==> config.mk <==
export PLATFORM = sky130hd
export DESIGN_NAME = div_collect
export DESIGN_NICKNAME = d
export VERILOG_FILES = /design/src/source/srt_div_pkg.sv /design/src/source/div_collect.sv
export VERILOG_INCLUDE_DIRS = /design/src /design/src/source
export SDC_FILE = /design/constraint.sdc
export NUM_CORES = 1
export LEC_CHECK = 0
export BUFFER_PORTS_ARGS = -buffer_cell sky130_fd_sc_hd__buf_2
export CAP_MARGIN = 5
export CORE_AREA = 5 5 135 137
export DETAILED_ROUTE_END_ITERATION = 12
export DIE_AREA = 0 0 140 142
export GPL_ROUTABILITY_DRIVEN = 1
export GPL_TIMING_DRIVEN = 0
export PLACE_DENSITY_LB_ADDON = 0.05
export SYNTH_ARGS = -nofsm -noshare
export SYNTH_HDL_FRONTEND = slang
export SYNTH_SLANG_ARGS = --single-unit
==> constraint.sdc <==
create_clock -name clk -period 3.1 [get_ports clk]
set_clock_uncertainty 0.05 [all_clocks]
set_input_delay 0.62 -clock clk [delete_from_list [all_inputs] [get_ports clk]]
set_output_delay 0.62 -clock clk [all_outputs]
set_load 0.05 [all_outputs]
==> src/source/srt_div_macros.svh <==
// divide unit constants
`ifndef SRT_DIV_MACROS_SVH
`define SRT_DIV_MACROS_SVH

// operand and result word
`define DIV_WIDTH 32

// divider lanes behind the two issue ports
`define DIV_LANES 4

`define TAG_WIDTH 4

// leading-zero count runs 0 to 32
`define LZC_WIDTH 6

`endif
==> src/source/srt_div_pkg.sv <==
// divide unit types
`default_nettype none
`include "srt_div_macros.svh"

package srt_div_pkg;

    // lane FSM
    typedef enum logic [2:0] {
        LANE_IDLE      = 3'd0,
        LANE_NORMALIZE = 3'd1,
        LANE_ITERATE   = 3'd2,
        LANE_FINISH    = 3'd3,
        LANE_HOLD      = 3'd4
    } lane_state_t;

    typedef logic [`TAG_WIDTH-1:0] tag_t;

    // operand or result word
    typedef logic [`DIV_WIDTH-1:0] data_t;

endpackage

`default_nettype wire

==> src/source/div_collect.sv <==
// divide result collector
`timescale 1ns/10ps
`default_nettype none
`include "srt_div_macros.svh"

module div_collect (
    input  logic                                clk,
    input  logic                                reset,
    input  logic [`DIV_LANES-1:0]               lane_done,
    input  srt_div_pkg::tag_t  [`DIV_LANES-1:0] lane_tag,
    input  srt_div_pkg::data_t [`DIV_LANES-1:0] lane_quotient,
    input  srt_div_pkg::data_t [`DIV_LANES-1:0] lane_remainder,
    input  logic [`DIV_LANES-1:0]               lane_div_zero,
    output logic [`DIV_LANES-1:0]               lane_grant,
    output logic                                res_valid,
    output srt_div_pkg::tag_t                   res_tag,
    output srt_div_pkg::data_t                  res_quotient,
    output srt_div_pkg::data_t                  res_remainder,
    output logic                                res_div_zero
);

    // lowest-index done lane wins
    assign lane_grant = lane_done & (~lane_done + 1'b1);

    always_ff @(posedge clk) begin
        if (reset) begin
            res_valid <= 1'b0;
        end else begin
            res_valid <= |lane_done;
        end
    end

    always_ff @(posedge clk) begin
        for (int i = 0; i < `DIV_LANES; i++) begin
            if (lane_grant[i]) begin
                res_tag <= lane_tag[i];
                res_quotient <= lane_quotient[i];
                res_remainder <= lane_remainder[i];
                res_div_zero <= lane_div_zero[i];
            end
        end
    end

endmodule

`default_nettype wire

==> flow_metrics.env, run 1 <==
export IMPL_p_leak_nw=3.289
export IMPL_register_area_sq_um=2092
export IMPL_hold_viol_final=0
export IMPL_drc=0
export IMPL_path_max_fanout=10
export IMPL_arrival_ps=2250
export IMPL_drtPass1Iterations=7
export IMPL_start_util=0.2807
export IMPL_wl_per_cell_um=18.87
export IMPL_port_buffers=353
export IMPL_critPathRequiredTime_ps=2430
export IMPL_synth_seq_cells=70
export IMPL_htree_levels=3
export IMPL_die_w_um=140
export IMPL_outcome="finished, final reports clean"
export IMPL_synth_top_family_by_area="compound AO/OA/AOI/OAI gates"
export IMPL_final_cell_area_sq_um=7107
export IMPL_cts_path_max_buffers=2
export IMPL_rows=48
export IMPL_setup_viol=0
export IMPL_root_buffer="clkbuf_16"
export IMPL_cpLargestDelayFamily="buffers and inverters"
export IMPL_die_area_sq_um=19880
export IMPL_setup_slack_ps=178.9
export IMPL_holdPathEnd="res_valid"
export IMPL_cts_resized=0
export IMPL_synthFlopType="edfxtp_1"
export IMPL_final_nets=1195
export IMPL_yosysTopAreaCell="edfxtp_1"
export IMPL_yosysSeqAreaShare=0.4401
export IMPL_core_area_sq_um=16940
export IMPL_area_growth_pct=49.51
export IMPL_synth_nets=830
export IMPL_hp_class="input pin to flip-flop"
export IMPL_path_cells="buf_2, clkbuf_1, clkbuf_1, nor3b_2, buf_2"
export IMPL_yosysTopAreaCellShare=0.4359
export IMPL_synth_area_per_cell_sq_um=8.674
export IMPL_cts_hold_buf=0
export IMPL_fp_dieH_um=142
export IMPL_synth_area_mux_share=0
export IMPL_synth_edff_count=69
export IMPL_final_cells=1143
export IMPL_post_cts_buffers=0
export IMPL_synthTopCellsByArea="edfxtp_1 (44%), a21oi_1 (14%), a21o_1 (9.8%), nand3b_1 (9.8%), nand2_1 (5.4%)"
export IMPL_ant_nets=0
export IMPL_grt_pass1_vias=5883
export IMPL_dpl_cell_count=1127
export IMPL_cp_num_buf_inv=4
export IMPL_synth_simple_gate_area_frac=0.2366
export IMPL_ioPinCount=356
export IMPL_max_stage_delay_ps=550
export IMPL_cpMaxStageDelayCell="clkbuf_1"
export IMPL_yosys_area_share_adder=0
export IMPL_synth_compound_area_share=0.2577
export IMPL_post_synth_num_cell_types=25
export IMPL_clock_sinks=70
export IMPL_fillers=1829
export IMPL_routed_wl_um=21570
export IMPL_slew_headroom=0.3025
export IMPL_antenna_found_initial=1
export IMPL_period_minus_slack_ps=2921
export IMPL_whs_path_depth=2
export IMPL_slew_violations=0
export IMPL_ys_async_sr_fraction=0
export IMPL_num_vias=5652
export IMPL_cts_tree="done"
export IMPL_dp_hpwl_um=16900
export IMPL_peakVddDrop_uv=286.1
export IMPL_pre_cts_ws_ps=6.640
export IMPL_rsz0062_at_grt="no"
export IMPL_place_congestion=0.9008
export IMPL_place_area_sq_um=6830
export IMPL_ys_warn_count=0
export IMPL_crit_type="input pin to primary output"
export IMPL_syn_cell_area_sq_um=4753
export IMPL_critPathLaunchType="input pin"
export IMPL_max_freq_mhz=342.3
export IMPL_tightest_slew_ps=1044
export IMPL_drv_cap=0
export IMPL_period_share=0.9423
export IMPL_power_density_nw_per_um2=462.5
export IMPL_multi_input_area_sq_um=2359
export IMPL_min_delay_start="reset"
export IMPL_clkTransAtPathRegs_ps=60
export IMPL_grt_max_degree=41
export IMPL_drtIter0Drc=285
export IMPL_synthCells=548
export IMPL_synth_xor_area_frac=0
export IMPL_cts_buffers=9
export IMPL_end_kind="primary output"
export IMPL_fin_total_pwr_mw=3.287
export IMPL_grt_first_pass_wirelength_um=32210
export IMPL_setup_tns_final_ps=0
export IMPL_track_usage=0.2064
export IMPL_viasPerCell=4.945
export IMPL_gr_total_overflow=0
export IMPL_layout_drive_gt1_share=0.4421
-- per-layer routing --
layer  GRT usage  up-vias  wire, um  part of all wire
met4     0.07802        0       613             0.028
met2      0.3583      279     10700              0.50
met5           0        -         0                 0
li1            -     2695         -                 -
met3     0.05343       38      1820             0.084
met1      0.2468     2640      8440              0.39
-- where the power goes --
group          switching (mW)  internal [mW]
Combinational           0.752          0.343
Sequential             0.0265           1.18
Clock                   0.381          0.609
Total                    1.16           2.13
-- metrics by stage --
stage,util,hold WS [ps]
5_1_grt,0.4195,379.8
3_5_place_dp,0.4033,733.7
6_report,0.4196,380.4
2_1_floorplan,-,641.6
4_1_cts,0.4193,366.2
3_3_place_gp,0.4019,729.9
-- cell families (layout without fill, tap and decap cells) --
logic type,Yosys count,count (layout)
AOI/OAI and AO/OA,208,208
other,0,2
buffers and inverters,58,426
and+or+nand+nor,212,212
DFF,70,70
-- state kept, by name (all words and copies together) (netlist names) --
register and cells:
res_quotient 32, res_remainder 32, res_tag 4, res_div_zero 1, res_valid 1
-- cell type report --
class                   instances  area share
multi-input cells             420      0.3319
clock buffers                  11     0.03275
inverters                       3    0.003345
flip-flops and latches         70      0.2944
well taps                     225     0.03961
plain buffers                  55     0.04067
clock inverters                 3    0.005282
diodes                          2   0.0007042
repair buffers                354      0.2514
-- placed cells by master, fill, tap and decap left out, types with 2 or more instances in the layout --
cell       count
diode_2        2
buf_2        355
buf_6         10
clkbuf_16      9
o221ai_1       7
nand2_1       69
nor2_2        10
or3b_2         7
clkinv_1       2
inv_1          2
nand3b_1      62
edfxtp_1      69
or2_2          7
nor2_1        52
a21oi_1      131
clkbuf_1      42
o21ai_0        7
a21o_1        62
-- synth_stat cells, types with 10 or more instances --
cell / n
nor2_2: 10
nand2_1: 69
nand3b_1: 62
nor2_1: 52
a21oi_1: 131
edfxtp_1: 69
clkbuf_1: 41
a21o_1: 62
buf_6: 10
-- worst max path at each step --
stage | start | to | slack [ps] | cells past startpoint
after floorplan | lane_done[0] | res_div_zero | 240 | 2
after global placement | lane_done[0] | res_quotient[8] | -840 | 3
after detailed placement | lane_done[0] | lane_grant[2] | 7 | 6
after CTS | lane_done[0] | lane_grant[2] | 8 | 6
after global routing | lane_done[2] | lane_grant[2] | 40 | 5
final | lane_done[2] | lane_grant[2] | 180 | 5
Note: power is estimated with default switching activity, not from simulation.
==> inputs of run 2 (changes only) <==
--- a/config.mk
+++ b/config.mk
@@ -14,6 +14,7 @@
 export GPL_ROUTABILITY_DRIVEN = 1
 export GPL_TIMING_DRIVEN = 0
 export PLACE_DENSITY_LB_ADDON = 0.05
+export RECOVER_POWER = 50
 export SYNTH_ARGS = -nofsm -noshare
 export SYNTH_HDL_FRONTEND = slang
 export SYNTH_SLANG_ARGS = --single-unit
==> flow_metrics.env, run 2 (synthesis gave the netlist of run 1 again) <==
export IMPL_outcome="finished, final reports clean"
export IMPL_dp_hpwl_um=16900
export IMPL_antenna_found_initial=1
export IMPL_cts_tree="done"
export IMPL_core_area_sq_um=16940
export IMPL_htree_levels=3
export IMPL_setup_viol=0
export IMPL_start_util=0.2807
export IMPL_period_minus_slack_ps=2920
export IMPL_drtIter0Drc=298
export IMPL_max_freq_mhz=342.5
export IMPL_setup_tns_final_ps=0
export IMPL_final_cells=1143
export IMPL_rows=48
export IMPL_ioPinCount=356
export IMPL_drtPass1Iterations=5
export IMPL_wl_per_cell_um=18.81
export IMPL_ant_nets=0
export IMPL_clock_sinks=70
export IMPL_setup_slack_ps=179.9
export IMPL_critPathRequiredTime_ps=2430
export IMPL_critPathLaunchType="input pin"
export IMPL_layout_drive_gt1_share=0.3635
export IMPL_grt_pass1_vias=5883
export IMPL_grt_max_degree=41
export IMPL_register_area_sq_um=2092
export IMPL_cp_num_buf_inv=4
export IMPL_slew_headroom=0.06331
export IMPL_reg_top3="res_quotient: 32 flops, res_remainder: 32 flops, res_tag: 4 flops"
export IMPL_track_usage=0.2064
export IMPL_pre_cts_ws_ps=6.640
export IMPL_die_area_sq_um=19880
export IMPL_worstSetupStartpoint="lane_done[2]"
export IMPL_die_w_um=140
export IMPL_hold_viol_final=0
export IMPL_crit_type="input pin to primary output"
export IMPL_drc=0
export IMPL_cts_buffers=9
export IMPL_max_stage_delay_ps=540
export IMPL_path_cells="buf_2, clkbuf_1, clkbuf_1, nor3b_2, buf_2"
export IMPL_routed_wl_um=21500
export IMPL_whs_path_depth=2
export IMPL_viasPerCell=4.932
export IMPL_p_leak_nw=3.084
export IMPL_fp_dieH_um=142
export IMPL_arrival_ps=2250
export IMPL_cts_path_max_buffers=2
export IMPL_min_delay_start="reset"
export IMPL_hp_class="input pin to flip-flop"
export IMPL_power_density_nw_per_um2=464.4
export IMPL_area_growth_pct=47.57
export IMPL_gr_total_overflow=0
export IMPL_drv_cap=0
export IMPL_period_share=0.9420
export IMPL_root_buffer="clkbuf_16"
export IMPL_place_congestion=0.9008
export IMPL_final_common_cell="buf_2"
export IMPL_port_buffers=353
export IMPL_final_nets=1195
export IMPL_clkTransAtPathRegs_ps=60
export IMPL_multi_input_area_sq_um=2355
export IMPL_fillers=1852
export IMPL_num_vias=5637
export IMPL_peakVddDrop_uv=285.0
export IMPL_grt_first_pass_wirelength_um=32210
export IMPL_mostFrequentLayoutCells="buf_2 (284), a21oi_1 (131), clkbuf_1 (113)"
export IMPL_end_kind="primary output"
export IMPL_path_max_fanout=10
export IMPL_rsz0062_at_grt="no"
export IMPL_holdPathEnd="res_valid"
export IMPL_tightest_slew_ps=1405
export IMPL_dpl_cell_count=1127
export IMPL_slew_violations=0
export IMPL_cpLargestDelayFamily="buffers and inverters"
export IMPL_cpMaxStageDelayCell="clkbuf_1"
## run 2: cell types whose count changed in the layout (fill, tap and decap cells not counted)
cell / delta
buf_2: -71
clkbuf_1: +71
or4_1: +1
or4_4: -1
## run 2: metrics by stage
step | total power [mW] | utilization | hold WS (ps) | instance area (sq um)
3_3_place_gp | 2.314 | 0.4019 | 729.9 | 6807
4_1_cts | 3.325 | 0.4193 | 366.2 | 7101
2_1_floorplan | 1.918 | - | 641.6 | 4758
6_report | 3.257 | 0.4142 | 381.3 | 7014
5_1_grt | 3.399 | 0.4140 | 379.8 | 7012
3_5_place_dp | 2.321 | 0.4033 | 733.7 | 6830
## run 2: layout make-up
type	count	share of cell area
multi-input combinational	420	0.3357
sequential	70	0.2983
timing repair buffer	354	0.2421
buffer	55	0.04121
tap	225	0.04014
clock buffer	11	0.03318
clock inverter	3	0.005351
inverter	3	0.003389
antenna	2	0.0007135
## run 2: worst max path at each step
stage | endpoint | slack, ps | cells past startpoint
6_report | lane_grant[2] | 180 | 5
5_1_grt | lane_grant[2] | 50 | 5
4_1_cts | lane_grant[2] | 8 | 6
3_5_place_dp | lane_grant[2] | 7 | 6
3_3_place_gp | res_quotient[8] | -840 | 3
2_1_floorplan | res_div_zero | 240 | 2
## run 2: what timing repair did
| action | 4_1_cts | 5_1_grt |
|---|---|---|
| endpoints found under the setup margin | 0 | 1 |
| hold endpoints to repair | 0 | 0 |
| hold buffers | 0 | 0 |
| setup buffers | 0 | 0 |
| gates resized for setup | 0 | 2 |
## run 2: routing by layer
layer	global-route usage	routed length, um
met1	0.2468	8468
met2	0.3583	10670
met3	0.05343	1787
met4	0.07802	573
met5	0	0
## run 2: where the power goes
| group | total, mW | switching (mW) | internal (mW) | leakage [nW] |
|---|---|---|---|---|
| sequential | 1.21 | 0.0300 | 1.18 | 0.743 |
| combinational | 1.06 | 0.752 | 0.310 | 2.21 |
| clock | 0.989 | 0.380 | 0.609 | 0.131 |
| total | 3.26 | 1.16 | 2.10 | 3.08 |
==> inputs of run 3 (changes only) <==
--- a/config.mk
+++ b/config.mk
@@ -9,6 +9,7 @@
 export BUFFER_PORTS_ARGS = -buffer_cell sky130_fd_sc_hd__buf_2
 export CAP_MARGIN = 5
 export CORE_AREA = 5 5 135 137
+export CTS_BUF_LIST = sky130_fd_sc_hd__clkbuf_16
 export DETAILED_ROUTE_END_ITERATION = 12
 export DIE_AREA = 0 0 140 142
 export GPL_ROUTABILITY_DRIVEN = 1
==> flow_metrics.env, run 3 (synthesis gave the netlist of run 1 again) <==
export IMPL_reg_top3="res_quotient: 32 flops, res_remainder: 32 flops, res_tag: 4 flops"
export IMPL_ioPinCount=356
export IMPL_viasPerCell=4.935
export IMPL_drtIter0Drc=298
export IMPL_cts_resized=0
export IMPL_setup_tns_final_ps=0
export IMPL_power_density_nw_per_um2=463.4
export IMPL_cts_path_max_buffers=2
export IMPL_ant_nets=0
export IMPL_tightest_slew_ps=1413
export IMPL_routed_wl_um=21510
export IMPL_p_leak_nw=3.092
export IMPL_start_util=0.2807
export IMPL_clkTransAtPathRegs_ps=60
export IMPL_peakVddDrop_uv=281.9
export IMPL_max_freq_mhz=342.5
export IMPL_final_nets=1195
export IMPL_wl_per_cell_um=18.82
export IMPL_drtPass1Iterations=5
export IMPL_root_buffer="clkbuf_16"
export IMPL_critPathLaunchType="input pin"
export IMPL_fp_dieH_um=142
export IMPL_arrival_ps=2250
export IMPL_area_growth_pct=47.57
export IMPL_gr_total_overflow=0
export IMPL_grt_first_pass_wirelength_um=32210
export IMPL_track_usage=0.2064
export IMPL_fillers=1852
export IMPL_clock_sinks=70
export IMPL_period_share=0.9418
export IMPL_hold_viol_final=0
export IMPL_slew_violations=0
export IMPL_cts_hold_buf=0
export IMPL_port_buffers=353
export IMPL_slew_headroom=0.05821
export IMPL_path_max_fanout=10
export IMPL_die_w_um=140
export IMPL_core_area_sq_um=16940
export IMPL_drc=0
export IMPL_fin_total_pwr_mw=3.250
export IMPL_grt_pass1_vias=5883
export IMPL_setup_viol=0
export IMPL_place_congestion=0.9008
export IMPL_die_area_sq_um=19880
export IMPL_num_vias=5641
export IMPL_final_common_cell="buf_2"
export IMPL_rows=48
export IMPL_critPathRequiredTime_ps=2430
export IMPL_outcome="finished, final reports clean"
export IMPL_cts_buffers=9
export IMPL_cts_tree="done"
export IMPL_post_cts_buffers=0
export IMPL_crit_type="input pin to primary output"
export IMPL_hp_class="input pin to flip-flop"
export IMPL_mostFrequentLayoutCells="buf_2 (284), a21oi_1 (131), clkbuf_1 (111)"
export IMPL_htree_levels=3
export IMPL_dp_hpwl_um=16900
export IMPL_grt_max_degree=41
export IMPL_period_minus_slack_ps=2920
export IMPL_rsz0062_at_grt="no"
export IMPL_end_kind="primary output"
export IMPL_drv_cap=0
export IMPL_layout_drive_gt1_share=0.3635
export IMPL_antenna_found_initial=1
-- run 3: per-layer routing --
metal | vias to the layer above | part of all wire | global-route usage
met3 | 35 | 0.084 | 0.05343
met1 | 2619 | 0.39 | 0.2468
met2 | 291 | 0.50 | 0.3583
met5 | - | 0 | 0
met4 | 0 | 0.027 | 0.07802
li1 | 2696 | - | -
-- run 3: worst paths after layout --
| kind | slack [ps] | depth (start not counted) | endpoint | startpoint |
|---|---|---|---|---|
| max | 180 | 5 | lane_grant[2] | lane_done[2] |
| min | 380 | 2 | res_valid | reset |
-- run 3: critical path: stages --
cell and delay, ps:
buf_2 150, clkbuf_1 540, clkbuf_1 410, nor3b_2 230, buf_2 300
-- run 3: report_power, final --
part / internal, mW / leakage (nW) / total [mW] / switching [mW]
Sequential: 1.18 / 0.743 / 1.21 / 0.0300
Combinational: 0.310 / 2.21 / 1.06 / 0.752
Clock: 0.602 / 0.139 / 0.982 / 0.380
Total: 2.09 / 3.09 / 3.25 / 1.16
-- run 3: final cells by class --
type                            instances  area (sq um)  share of cell area
Antenna cell                            2         5.005           0.0007135
Buffer                                 55         289.0             0.04121
Clock buffer                            9         225.2             0.03211
Clock inverter                          5         45.04            0.006422
Inverter                                3         23.77            0.003389
Multi-Input combinational cell        420          2355              0.3357
Sequential cell                        70          2092              0.2983
Tap cell                              225         281.5             0.04014
Timing Repair Buffer                  354          1698              0.2421
-- run 3: per-stage QoR --
step	setup WS, ps	instance area, sq um	std cells	utilization	hold slack (ps)
finish	180.3	7014	1143	0.4142	381.3
global placement	-839.2	6807	1126	0.4019	729.9
global route	46.31	7012	1142	0.4140	379.8
floorplan	237.1	4758	548	-	641.6
CTS	7.592	7101	1141	0.4193	366.2
detailed placement	6.640	6830	1127	0.4033	733.7
