$ cat config.mk
export PLATFORM = sky130hd
export DESIGN_NAME = div_dispatch
export DESIGN_NICKNAME = d
export VERILOG_FILES = /design/src/source/srt_div_pkg.sv /design/src/source/div_dispatch.sv
export VERILOG_INCLUDE_DIRS = /design/src /design/src/source
export SDC_FILE = /design/constraint.sdc
export NUM_CORES = 1
export LEC_CHECK = 0
export CAP_MARGIN = 25
export CORE_MARGIN = 3
export CORE_UTILIZATION = 40
export CTS_CLUSTER_SIZE = 14
export DETAILED_ROUTE_END_ITERATION = 12
export DONT_BUFFER_PORTS = 1
export GPL_TIMING_DRIVEN = 0
export HOLD_SLACK_MARGIN = 0.05
export SLEW_MARGIN = 20
export SYNTH_ARGS = -nofsm -noshare
export SYNTH_HDL_FRONTEND = slang
export SYNTH_SLANG_ARGS = --single-unit
$ cat constraint.sdc
create_clock -name clk -period 12.2 [get_ports clk]
set_input_delay 2.44 -clock clk [delete_from_list [all_inputs] [get_ports clk]]
set_output_delay 2.44 -clock clk [all_outputs]
set_load 0.05 [all_outputs]
$ cat src/source/srt_div_macros.svh
// divide unit constants
`ifndef SRT_DIV_MACROS_SVH
`define SRT_DIV_MACROS_SVH

// operand and result word
`define DIV_WIDTH 32

// divider lanes behind the two issue ports
`define DIV_LANES 4

`define TAG_WIDTH 4

// leading-zero count runs 0 to 32
`define LZC_WIDTH 6

`endif
$ cat src/source/srt_div_pkg.sv
// divide unit types
`default_nettype none
`include "srt_div_macros.svh"

package srt_div_pkg;

    // lane FSM
    typedef enum logic [2:0] {
        LANE_IDLE      = 3'd0,
        LANE_NORMALIZE = 3'd1,
        LANE_ITERATE   = 3'd2,
        LANE_FINISH    = 3'd3,
        LANE_HOLD      = 3'd4
    } lane_state_t;

    typedef logic [`TAG_WIDTH-1:0] tag_t;

    // operand or result word
    typedef logic [`DIV_WIDTH-1:0] data_t;

endpackage

`default_nettype wire

$ cat src/source/div_dispatch.sv
// divide request dispatcher
`timescale 1ns/10ps
`default_nettype none
`include "srt_div_macros.svh"

module div_dispatch (
    input  logic                                clk,
    input  logic                                reset,
    input  logic                                req_valid_1,
    input  srt_div_pkg::tag_t                   req_tag_1,
    input  logic                                req_signed_1,
    input  srt_div_pkg::data_t                  req_dividend_1,
    input  srt_div_pkg::data_t                  req_divisor_1,
    input  logic                                req_valid_2,
    input  srt_div_pkg::tag_t                   req_tag_2,
    input  logic                                req_signed_2,
    input  srt_div_pkg::data_t                  req_dividend_2,
    input  srt_div_pkg::data_t                  req_divisor_2,
    input  logic [`DIV_LANES-1:0]               lane_idle,
    output logic                                ready_1,
    output logic                                ready_2,
    output logic [`DIV_LANES-1:0]               lane_start,
    output srt_div_pkg::tag_t  [`DIV_LANES-1:0] lane_tag,
    output logic [`DIV_LANES-1:0]               lane_signed,
    output srt_div_pkg::data_t [`DIV_LANES-1:0] lane_dividend,
    output srt_div_pkg::data_t [`DIV_LANES-1:0] lane_divisor
);

    localparam int CNT_WIDTH = $clog2(`DIV_LANES + 1);

    logic [CNT_WIDTH-1:0] idle_count, idle_count_next;
    logic [`DIV_LANES-1:0] avail, rest, first_oh, second_oh;
    logic [`DIV_LANES-1:0] sel_1, sel_2, start_next;
    logic accept_1, accept_2;

    assign ready_1 = idle_count != '0;
    assign ready_2 = idle_count >= CNT_WIDTH'(2);

    always_comb begin
        // a started lane still shows idle for one cycle
        avail = lane_idle & ~lane_start;
        first_oh = avail & (~avail + 1'b1);
        rest = avail & ~first_oh;
        second_oh = rest & (~rest + 1'b1);
        accept_1 = req_valid_1 && ready_1;
        accept_2 = req_valid_2 && (req_valid_1 ? ready_2 : ready_1);
        sel_1 = accept_1 ? first_oh : '0;
        sel_2 = '0;
        if (accept_2) begin
            sel_2 = accept_1 ? second_oh : first_oh;
        end
        start_next = sel_1 | sel_2;
        // lanes freed by a grant are counted a cycle late
        idle_count_next = '0;
        for (int i = 0; i < `DIV_LANES; i++) begin
            idle_count_next = idle_count_next + CNT_WIDTH'(avail[i] & ~start_next[i]);
        end
    end

    always_ff @(posedge clk) begin
        if (reset) begin
            lane_start <= '0;
            idle_count <= CNT_WIDTH'(`DIV_LANES);
        end else begin
            lane_start <= start_next;
            idle_count <= idle_count_next;
        end
    end

    always_ff @(posedge clk) begin
        for (int i = 0; i < `DIV_LANES; i++) begin
            if (sel_1[i]) begin
                lane_tag[i] <= req_tag_1;
                lane_signed[i] <= req_signed_1;
                lane_dividend[i] <= req_dividend_1;
                lane_divisor[i] <= req_divisor_1;
            end else if (sel_2[i]) begin
                lane_tag[i] <= req_tag_2;
                lane_signed[i] <= req_signed_2;
                lane_dividend[i] <= req_dividend_2;
                lane_divisor[i] <= req_divisor_2;
            end
        end
    end

endmodule

`default_nettype wire

==> results.sh, run 1 <==
export IMPL_drive_gt1_frac=0.519
export IMPL_rsz0062_at_grt="no"
export IMPL_fill_cells=2543
export IMPL_ys_ff_latch=283
export IMPL_reg2regPathDepth=10
export IMPL_via_per_inst=5.72
export IMPL_syn_num_nets=793
export IMPL_clock_path_buffers=3
export IMPL_wl_met2_um=17200
export IMPL_clock_skew_ps=12.8
export IMPL_status="finished, final reports clean"
export IMPL_whs_endpoint="lane_start[0]"
export IMPL_power_frac_clock=0.338
export IMPL_routedWlPerCell_um=30.8
export IMPL_hp_start="idle_count[0]"
export IMPL_worst_path_buf_inv=5
export IMPL_netlist_area_sq_mm=0.0122
export IMPL_irDropWorstVdd_v=0.0000874
export IMPL_powerDensity_mw_per_mm2=183
export IMPL_totalWireLength_um=34300
export IMPL_p_int_mw=1.78
export IMPL_cts_setup_buffers=0
export IMPL_worstHoldPathCells=2
export IMPL_timing_rr_start="idle_count[2]"
export IMPL_final_max_slew_viol_count=0
export IMPL_cts_sinks=283
export IMPL_hold_class="flop to flop"
export IMPL_ys_warnings_count=0
export IMPL_setup_tns_ps=0
export IMPL_slowest_stage="o41ai_2"
export IMPL_cts_resized=0
export IMPL_post_route_period_util=0.375
export IMPL_yosysSeqAreaShare=0.694
export IMPL_path_delay_family="buffers and inverters"
export IMPL_setup_viol=0
export IMPL_start_kind="input pin"
export IMPL_overflow=0
export IMPL_comb_power_share=0.092
export IMPL_final_cell_count_no_fill=1115
export IMPL_relSlewSlack=0.455
export IMPL_track_usage=0.204
export IMPL_ctsHoldBuffers=0
export IMPL_path_max_fanout=8
export IMPL_maxUsedRoutingLayer="met4"
export IMPL_place_gp_congestion=0.814
export IMPL_ant_nets=0
export IMPL_firstDrtPassIters=5
export IMPL_end_kind="flop"
export IMPL_critPathLaunch="lane_idle[1]"
export IMPL_cts_buffers_inserted=29
export IMPL_cts_tree="yes"
export IMPL_fp_dieW_um=180
export IMPL_critPathArrivalTime_ps=4820
export IMPL_die_area_sq_mm=0.0325
export IMPL_start_util=0.408
export IMPL_portBuffers=0
export IMPL_cts_root_buf="clkbuf_16"
export IMPL_antenna_found_initial=0
export IMPL_clk_latency_ps=550
export IMPL_crit_type="input pin to flop"
export IMPL_finalNetCount=853
export IMPL_max_stage_delay_ps=540
export IMPL_htreeDepth=1
export IMPL_die_height_um=180
export IMPL_hold_violations=0
export IMPL_post_dp_hpwl_um=24700
export IMPL_areaGrowthSynthToFinish_pct=14.2
export IMPL_grt_max_degree=23
export IMPL_clkSlewWorstSetupHoldPaths_ps=60
export IMPL_coreArea_sq_mm=0.0298
export IMPL_syn_instance_count=644
export IMPL_cp_common_cell="buf_2"
export IMPL_grt_pass1_wl_um=50000
export IMPL_path_cells="nor2b_1 > clkbuf_1 > nand2_1 > o211a_1 > o41ai_2 > buf_2 > buf_2 > buf_2 > buf_2"
export IMPL_min_period_ps=4580
export IMPL_required_ps=12440
export IMPL_ios=428
export IMPL_final_cell_mix="edfxtp_1, mux2_2, buf_2"
export IMPL_avgSynthCellArea_sq_um=18.9
export IMPL_route_detailed_drc=0
export IMPL_place_inst=1063
export IMPL_grt_pass1_vias=6936
export IMPL_num_vias=6381
export IMPL_drt_iter0_markers=431
export IMPL_r2r_end="lane_dividend[76]"
export IMPL_power_switching_mw=0.760
export IMPL_fmax_mhz=218
export IMPL_wl_met3_um=4310
export IMPL_num_rows=63
export IMPL_wl_met1_um=12200
export IMPL_cap_violations=0
export IMPL_final_common_cell="edfxtp_1"
export IMPL_num_antenna_cells=0
export IMPL_leakage_nw=4.63
export IMPL_worstMarginPinSlew_ps=816
export IMPL_rrSetupSlack_ps=8790
export IMPL_seqPwrFrac=0.570
export IMPL_power_switching_fraction=0.300
export IMPL_synthDistinctLibCells=40
==> stage by stage <==
stage               utilization  power, mW  hold WS [ps]  worst slack [ps]  area, sq um
floorplan                     -       1.61           673              1450        12200
global placement          0.424       1.69           733             -4550        12600
detailed placement        0.435       1.70           840              7100        13000
CTS                       0.466       2.56           876              7660        13900
global route              0.466       2.62           910              7490        13900
finish                    0.466       2.54           897              7620        13900
==> worst min-delay path: cells and delay by family, from the launching register on <==
kind / cells / cell delay (ps)
compound gates: 1 / 220
simple gates: 1 / 190
flops: 1 / 420
==> synthesized netlist by cell type (all sizes together) <==
cell,instances,share of area
a211o,1,0.00072
or4,1,0.00062
o211ai,1,0.00062
o311ai,1,0.00072
o32ai,1,0.00072
clkbuf,3,0.00093
fa,1,0.0016
inv,2,0.00062
ha,2,0.0021
nor4,2,0.0023
nand2,3,0.00093
o211a,2,0.0016
nor3,5,0.0029
nand3,2,0.0012
nor2,5,0.0018
dfxtp,7,0.012
o21ai,2,0.00082
or2,2,0.0010
buf,28,0.013
o221a,1,0.00093
or3,1,0.00052
a21oi,2,0.00082
o31ai,1,0.0018
o41ai,1,0.00072
edfxtp,276,0.68
mux2,276,0.26
maj3,1,0.00082
nand4,1,0.00052
xnor2,1,0.00072
nand2b,4,0.0021
o22ai,1,0.00052
nor2b,7,0.0036
==> cell families after synthesis <==
kind of cell             Yosys count  synth area share
buffers and inverters             33            0.0150
XOR/XNOR                           1          0.000721
flip-flops                       283             0.694
AO/OA/AOI/OAI                     14           0.00999
AND/OR/NAND/NOR                   33            0.0174
adder cells (fa/ha/maj)            4           0.00453
multiplexers                     276             0.259
==> power groups by stage <==
stage	registers [mW]	logic, mW	clock network, mW
final	1.45	0.233	0.858
after detailed placement	1.46	0.235	0
after floorplan	1.46	0.153	0
after global routing	1.45	0.251	0.922
after CTS	1.45	0.236	0.878
after global placement	1.49	0.202	0
==> layout make-up <==
class	instances	area (sq um)	area share
clock buffer	34	744	0.0537
clock inverter	18	164	0.0118
timing repair buffer	29	297	0.0214
buffer	31	175	0.0126
multi-input combinational	328	3570	0.257
sequential	283	8430	0.608
inverter	2	7.51	0.000541
tap	390	488	0.0352
==> sequential cells by signal, summed over array words and instances, names as in the netlist <==
signal,cells
lane_signed,4
lane_tag,16
idle_count,3
lane_dividend,128
lane_start,4
lane_divisor,128
==> worst max path at each step <==
stage                         end  slack [ps]  cells after the start
2_1_floorplan  lane_dividend[100]        1450                      5
3_3_place_gp   lane_dividend[118]       -4550                      5
3_5_place_dp    lane_dividend[78]        7100                     10
4_1_cts         lane_dividend[76]        7660                     10
5_1_grt         lane_dividend[76]        7490                     10
6_report       lane_dividend[121]        7620                      9
==> per-layer routing <==
layer | track usage | vias up
li1 | - | 2678
met1 | 0.230 | 3254
met5 | 0 | -
met4 | 0.0442 | 0
met2 | 0.352 | 402
met3 | 0.0981 | 47
(Power assumes the default switching activity.)
==> run 2: changes to the inputs <==
- ABC_AREA: default -> 1
- clock period: 12.2 -> 4.5 ns (I/O delays scaled with it)
==> run 2 against run 1 <==
  * Non-clock buffer count rose by 2
  * Via count up 31%
  * Sequential power increased to 2.7 times the previous value
  * First-iteration DRC count grew 55%
  * Clock power rose to 2.8 times the previous value
  * Total power increased to 2.7 times the previous value
  * Combinational power rose to 2.7 times the previous value
  * Critical path depth is 3 higher
  * Sequential cell count unchanged
  * Critical endpoint is now idle_count[2]
==> results.sh, run 2 <==
export IMPL_setup_worst_path_end="idle_count[2]"
export IMPL_critPathLaunch="lane_start[0]"
export IMPL_synth_edff_count=276
export IMPL_cts_setup_buffers=0
export IMPL_min_period_ps=2950
export IMPL_syn_num_nets=1234
export IMPL_route_detailed_drc=0
export IMPL_synth_xor_area_frac=0
export IMPL_worst_path_buf_inv=3
export IMPL_leakage_nw=5.40
export IMPL_synth_most_common_cell="nand2_1"
export IMPL_hold_class="input pin to flop"
export IMPL_clock_skew_ps=15.9
export IMPL_powerDensity_mw_per_mm2=498
export IMPL_rrSetupSlack_ps=1550
export IMPL_firstDrtPassIters=5
export IMPL_die_area_sq_mm=0.0331
export IMPL_areaGrowthSynthToFinish_pct=12.4
export IMPL_timing_rr_start="lane_start[0]"
export IMPL_totalWireLength_um=40000
export IMPL_path_cells="inv_1 > nand2_4 > nand2_1 > nor2_2 > nand2_4 > buf_6 > buf_6 > nand2_8 > nor2_2 > ha_1 > ha_1 > or2_2"
export IMPL_setup_viol=0
export IMPL_synthDistinctLibCells=27
export IMPL_synthAdderAreaFrac=0.00364
export IMPL_reg_largest_list="lane_dividend x128, lane_divisor x128, lane_tag x16"
export IMPL_avgSynthCellArea_sq_um=11.4
export IMPL_die_height_um=182
export IMPL_ctsHoldBuffers=0
export IMPL_cap_violations=0
export IMPL_synth_top_area_share=0.670
export IMPL_rsz0062_at_grt="no"
export IMPL_syn_instance_count=1085
export IMPL_cts_buffers_inserted=30
export IMPL_drt_iter0_markers=670
export IMPL_path_delay_family="simple AND/OR/NAND/NOR gates"
export IMPL_synth_compound_area_share=0.132
export IMPL_place_gp_congestion=0.868
export IMPL_yosys_top_cells_count="nand2_1, edfxtp_1, o21ai_0, inv_1, o21ai_2"
export IMPL_synth_simple_gate_area_share=0.105
export IMPL_grt_pass1_wl_um=58300
export IMPL_clkSlewWorstSetupHoldPaths_ps=60
export IMPL_critPathArrivalTime_ps=3390
export IMPL_ys_warnings_count=0
export IMPL_status="finished, final reports clean"
export IMPL_cts_resized=0
export IMPL_finalNetCount=1269
export IMPL_track_usage=0.234
export IMPL_yosysTopAreaCell="edfxtp_1"
export IMPL_start_util=0.412
export IMPL_irDropWorstVdd_v=0.000248
export IMPL_clock_path_buffers=3
export IMPL_place_ws_ps=1450
export IMPL_antenna_found_initial=0
export IMPL_post_route_period_util=0.656
export IMPL_ant_nets=0
export IMPL_relSlewSlack=0.533
export IMPL_reg2regPathDepth=12
export IMPL_num_antenna_cells=0
export IMPL_via_per_inst=5.45
export IMPL_path_max_fanout=70
export IMPL_htreeDepth=1
export IMPL_synth_top_cells_by_area="edfxtp_1, nand2_1, o21ai_0, o21ai_2, inv_1"
export IMPL_ys_flop_type="edfxtp_1"
export IMPL_synthArstFlopShare=0
export IMPL_yosysSeqAreaShare=0.681
export IMPL_num_rows=63
export IMPL_netlist_area_sq_mm=0.0124
export IMPL_synthMuxAreaShare=0
export IMPL_r2r_end="idle_count[2]"
export IMPL_max_stage_delay_ps=660
export IMPL_hold_violations=0
export IMPL_cts_tree="yes"
export IMPL_drive_gt1_frac=0.160
export IMPL_num_vias=8360
export IMPL_portBuffers=0
export IMPL_required_ps=4930
export IMPL_slowest_stage="dfxtp_1"
export IMPL_cts_root_buf="clkbuf_16"
export IMPL_ys_ff_latch=283
export IMPL_routedWlPerCell_um=26.1
export IMPL_ios=428
export IMPL_start_kind="flop"
export IMPL_final_cell_mix="nand2_1, edfxtp_1, o21ai_0"
export IMPL_worstMarginPinSlew_ps=700
export IMPL_post_dp_hpwl_um=28400
export IMPL_cts_sinks=283
export IMPL_crit_type="flop to flop"
export IMPL_fmax_mhz=339
export IMPL_coreArea_sq_mm=0.0300
export IMPL_clk_latency_ps=550
export IMPL_grt_max_degree=71
export IMPL_fin_util=0.463
export IMPL_worst_slack_ps=1550
export IMPL_grt_pass1_vias=8528
export IMPL_worstSetupPathDepth=12
export IMPL_end_kind="flop"
export IMPL_fp_dieW_um=182
export IMPL_final_max_slew_viol_count=0
export IMPL_overflow=0
export IMPL_fill_cells=2686
export IMPL_synth_top_family_by_area="compound AO/OA/AOI/OAI gates"
[run 2: changes by cell type after synthesis, moves of 16 or more]
cell     change
buf_6       +17
inv_1      +135
mux2_2     -255
nand2_1    +275
nor2_1      +16
o21ai_0    +183
o21ai_2     +63
[run 2: power breakdown]
group          total [mW]  leakage [nW]  internal [mW]  switching, mW
combinational       0.618          2.34          0.163          0.454
sequential           3.92          2.61           3.19          0.726
clock                2.39         0.455           1.37           1.02
total                6.92          5.40           4.72           2.20
[run 2: layout make-up]
class,instances,area [sq um],area share
buffer,59,429,0.0309
clock buffer,36,795,0.0571
multi-input combinational,602,3010,0.217
tap,390,488,0.0351
clock inverter,20,151,0.0109
inverter,141,532,0.0382
timing repair buffer,3,67.6,0.00486
sequential,283,8430,0.606
[run 2: cells by family after synthesis]
| logic type | Yosys count |
|---|---|
| and+or+nand+nor | 319 |
| DFF | 283 |
| AOI/OAI and AO/OA | 280 |
| buffers and inverters | 200 |
| adders and majority gates | 3 |
[run 2: worst reg2reg max path, stage by stage (launching register included)]
cell     delay, ps
dfxtp_1        660
inv_1          150
nand2_4        150
nand2_1         80
nor2_2         140
nand2_4        100
buf_6          170
buf_6          180
nand2_8        500
nor2_2          70
ha_1           200
ha_1           170
or2_2          260
[run 2: per-stage QoR]
stage          cells  hold slack (ps)  cell area, sq um  power (mW)  TNS, ps
6_report        1534              414             13900        6.92        0
5_1_grt         1534              391             13900        7.15        0
2_1_floorplan   1085              689             12400        4.33        0
4_1_cts         1534              383             13900        6.97        0
3_3_place_gp    1475              779             12900        4.58   -14580
3_5_place_dp    1478              840             13000        4.60        0
[run 2: per-layer routing]
layer  vias up  share of wire  GRT usage
li1       3745              -          -
met1      4040           0.37      0.280
met2       507           0.49      0.404
met3        68           0.11     0.0827
met4         0          0.027     0.0609
met5         -              0          0
[run 2: how the worst min path moves through the flow]
stage	slack [ps]	cells past startpoint	startpoint	end
final	410	1	reset	lane_start[0]
after global routing	390	1	reset	lane_start[3]
after CTS	380	1	reset	lane_start[1]
after detailed placement	840	6	idle_count[0]	lane_start[0]
after global placement	780	6	idle_count[0]	lane_start[2]
after floorplan	690	6	idle_count[0]	lane_start[2]
==> run 3: changes to the inputs <==
- clock period: 4.5 -> 2.7 ns (I/O delays scaled with it)
==> run 3 against run 2 <==
  * Clock power increased by 74%
  * Worst hold slack got worse by 310 ps
  * Non-clock buffer count increased by 3
  * Critical path type unchanged
==> results.sh, run 3 (synthesis gave the netlist of run 2 again) <==
export IMPL_end_kind="flop"
export IMPL_p_total_mw=11.7
export IMPL_start_util=0.412
export IMPL_powerDensity_mw_per_mm2=837
export IMPL_fill_cells=2675
export IMPL_final_max_slew_viol_count=0
export IMPL_p_int_mw=7.97
export IMPL_place_gp_congestion=0.847
export IMPL_grt_pass1_wl_um=58500
export IMPL_drive_gt1_frac=0.172
export IMPL_path_delay_family="simple AND/OR/NAND/NOR gates"
export IMPL_clk_latency_ps=560
export IMPL_comb_power_share=0.090
export IMPL_num_antenna_cells=0
export IMPL_required_ps=3130
export IMPL_crit_type="flop to flop"
export IMPL_final_cell_mix="edfxtp_1, nand2_1, o21ai_0"
export IMPL_clock_skew_ps=12.5
export IMPL_areaGrowthSynthToFinish_pct=13.3
export IMPL_portBuffers=0
export IMPL_seqPwrFrac=0.556
export IMPL_slowest_stage="fa_1"
export IMPL_via_per_inst=5.50
export IMPL_start_kind="flop"
export IMPL_worstMarginPinSlew_ps=722
export IMPL_worstSetupPathDepth=11
export IMPL_post_dp_cell_area_sq_mm=0.0129
export IMPL_ios=428
export IMPL_cts_buffers_inserted=30
export IMPL_leakage_nw=5.44
export IMPL_relSlewSlack=0.519
export IMPL_setup_viol=0
export IMPL_critPathArrivalTime_ps=3040
export IMPL_worst_path_buf_inv=1
export IMPL_min_period_ps=2610
export IMPL_reg2regPathDepth=11
export IMPL_clock_path_buffers=3
export IMPL_routedWlPerCell_um=26.5
export IMPL_hold_violations=0
export IMPL_irDropWorstVdd_v=0.000480
export IMPL_cap_violations=0
export IMPL_die_area_sq_mm=0.0331
export IMPL_firstDrtPassIters=5
export IMPL_place_inst=1477
export IMPL_postLayoutCellArea_sq_mm=0.0140
export IMPL_final_common_cell="edfxtp_1"
export IMPL_grt_pass1_vias=8574
export IMPL_hold_class="input pin to flop"
export IMPL_reg_largest_list="lane_dividend x128, lane_divisor x128, lane_tag x16"
export IMPL_power_frac_clock=0.353
export IMPL_track_usage=0.235
export IMPL_die_height_um=182
export IMPL_overflow=0
export IMPL_finalNetCount=1273
export IMPL_max_stage_delay_ps=560
export IMPL_fp_dieW_um=182
export IMPL_power_switching_mw=3.76
export IMPL_drt_iter0_markers=625
export IMPL_worstHoldPathCells=1
export IMPL_ant_nets=0
export IMPL_status="finished, final reports clean"
export IMPL_clkSlewWorstSetupHoldPaths_ps=60
export IMPL_cts_tree="yes"
export IMPL_seqCellArea_sq_mm=0.00844
export IMPL_cts_sinks=283
export IMPL_grt_max_degree=70
export IMPL_totalWireLength_um=40700
export IMPL_power_switching_fraction=0.321
export IMPL_num_rows=63
export IMPL_multiInputGateArea_sq_mm=0.00308
export IMPL_post_route_period_util=0.967
export IMPL_cts_root_buf="clkbuf_16"
export IMPL_path_max_fanout=6
export IMPL_num_vias=8454
export IMPL_antenna_found_initial=1
export IMPL_post_dp_hpwl_um=28000
export IMPL_route_detailed_drc=0
export IMPL_path_cells="nor2_4 > nand2_8 > nand2_8 > nand2_2 > nand4_1 > nand4_1 > fa_1 > inv_1 > ha_2 > ha_1 > or2_2"
export IMPL_coreArea_sq_mm=0.0300
export IMPL_fmax_mhz=383
export IMPL_htreeDepth=1
export IMPL_final_cell_count_no_fill=1538
[run 3: cell types whose count changed in the layout (fill, tap and decap cells not counted), moves of 2 or more]
| cell | delta |
|---|---|
| dfxtp_1 | -5 |
| clkbuf_1 | -4 |
| nand2_8 | +4 |
| buf_4 | +3 |
| clkinv_2 | +3 |
| dfxtp_2 | +3 |
| clkinv_4 | +2 |
| dfxtp_4 | +2 |
| nand2_4 | -2 |
[run 3: area by class of cell]
class | count | area share
flip-flops and latches | 283 | 0.602
clock inverters | 24 | 0.0145
well taps | 390 | 0.0348
multi-input cells | 603 | 0.219
repair buffers | 6 | 0.00518
plain buffers | 59 | 0.0306
inverters | 141 | 0.0380
clock buffers | 32 | 0.0556
[run 3: stage by stage]
step | util | setup slack (ps) | hold slack [ps] | setup TNS, ps
2_1_floorplan | - | 181 | 609 | 0
3_3_place_gp | 0.429 | -899 | 613 | -137700
3_5_place_dp | 0.431 | -276 | 614 | -456
4_1_cts | 0.465 | 1.47 | 68.3 | 0
5_1_grt | 0.467 | -16.4 | 79.0 | -16.4
6_report | 0.467 | 89.5 | 105 | 0
[run 3: power groups by stage]
stage	Clock [mW]	Combinational [mW]	Sequential (mW)
floorplan	0	0.688	6.52
finish	4.15	1.06	6.53
CTS	4.21	1.05	6.54
global placement	0	0.988	6.64
detailed placement	0	1.04	6.62
global route	4.39	1.18	6.55
[run 3: worst paths after layout]
path	start	end	slack, ps
hold / removal	reset	idle_count[2]	100
setup reg to reg	idle_count[2]	idle_count[2]	90
hold reg to reg	idle_count[0]	lane_start[0]	860
setup / recovery	idle_count[2]	idle_count[2]	90
[run 3: timing repair]
action,CTS,global route
hold buffers,1,0
gates resized for setup,4,9
buffers inserted,0,3
pin swaps,1,6
hold endpoints to repair,6,0
setup endpoints to repair,3,2
gates cloned,1,0
[run 3: layer usage]
layer  GRT usage  wire length [um]  vias up
met5           0                 0        -
li1            -                 -     3754
met3      0.0891              4830       79
met2       0.404             20100      527
met4      0.0686              1150        0
met1       0.276             14700     4094
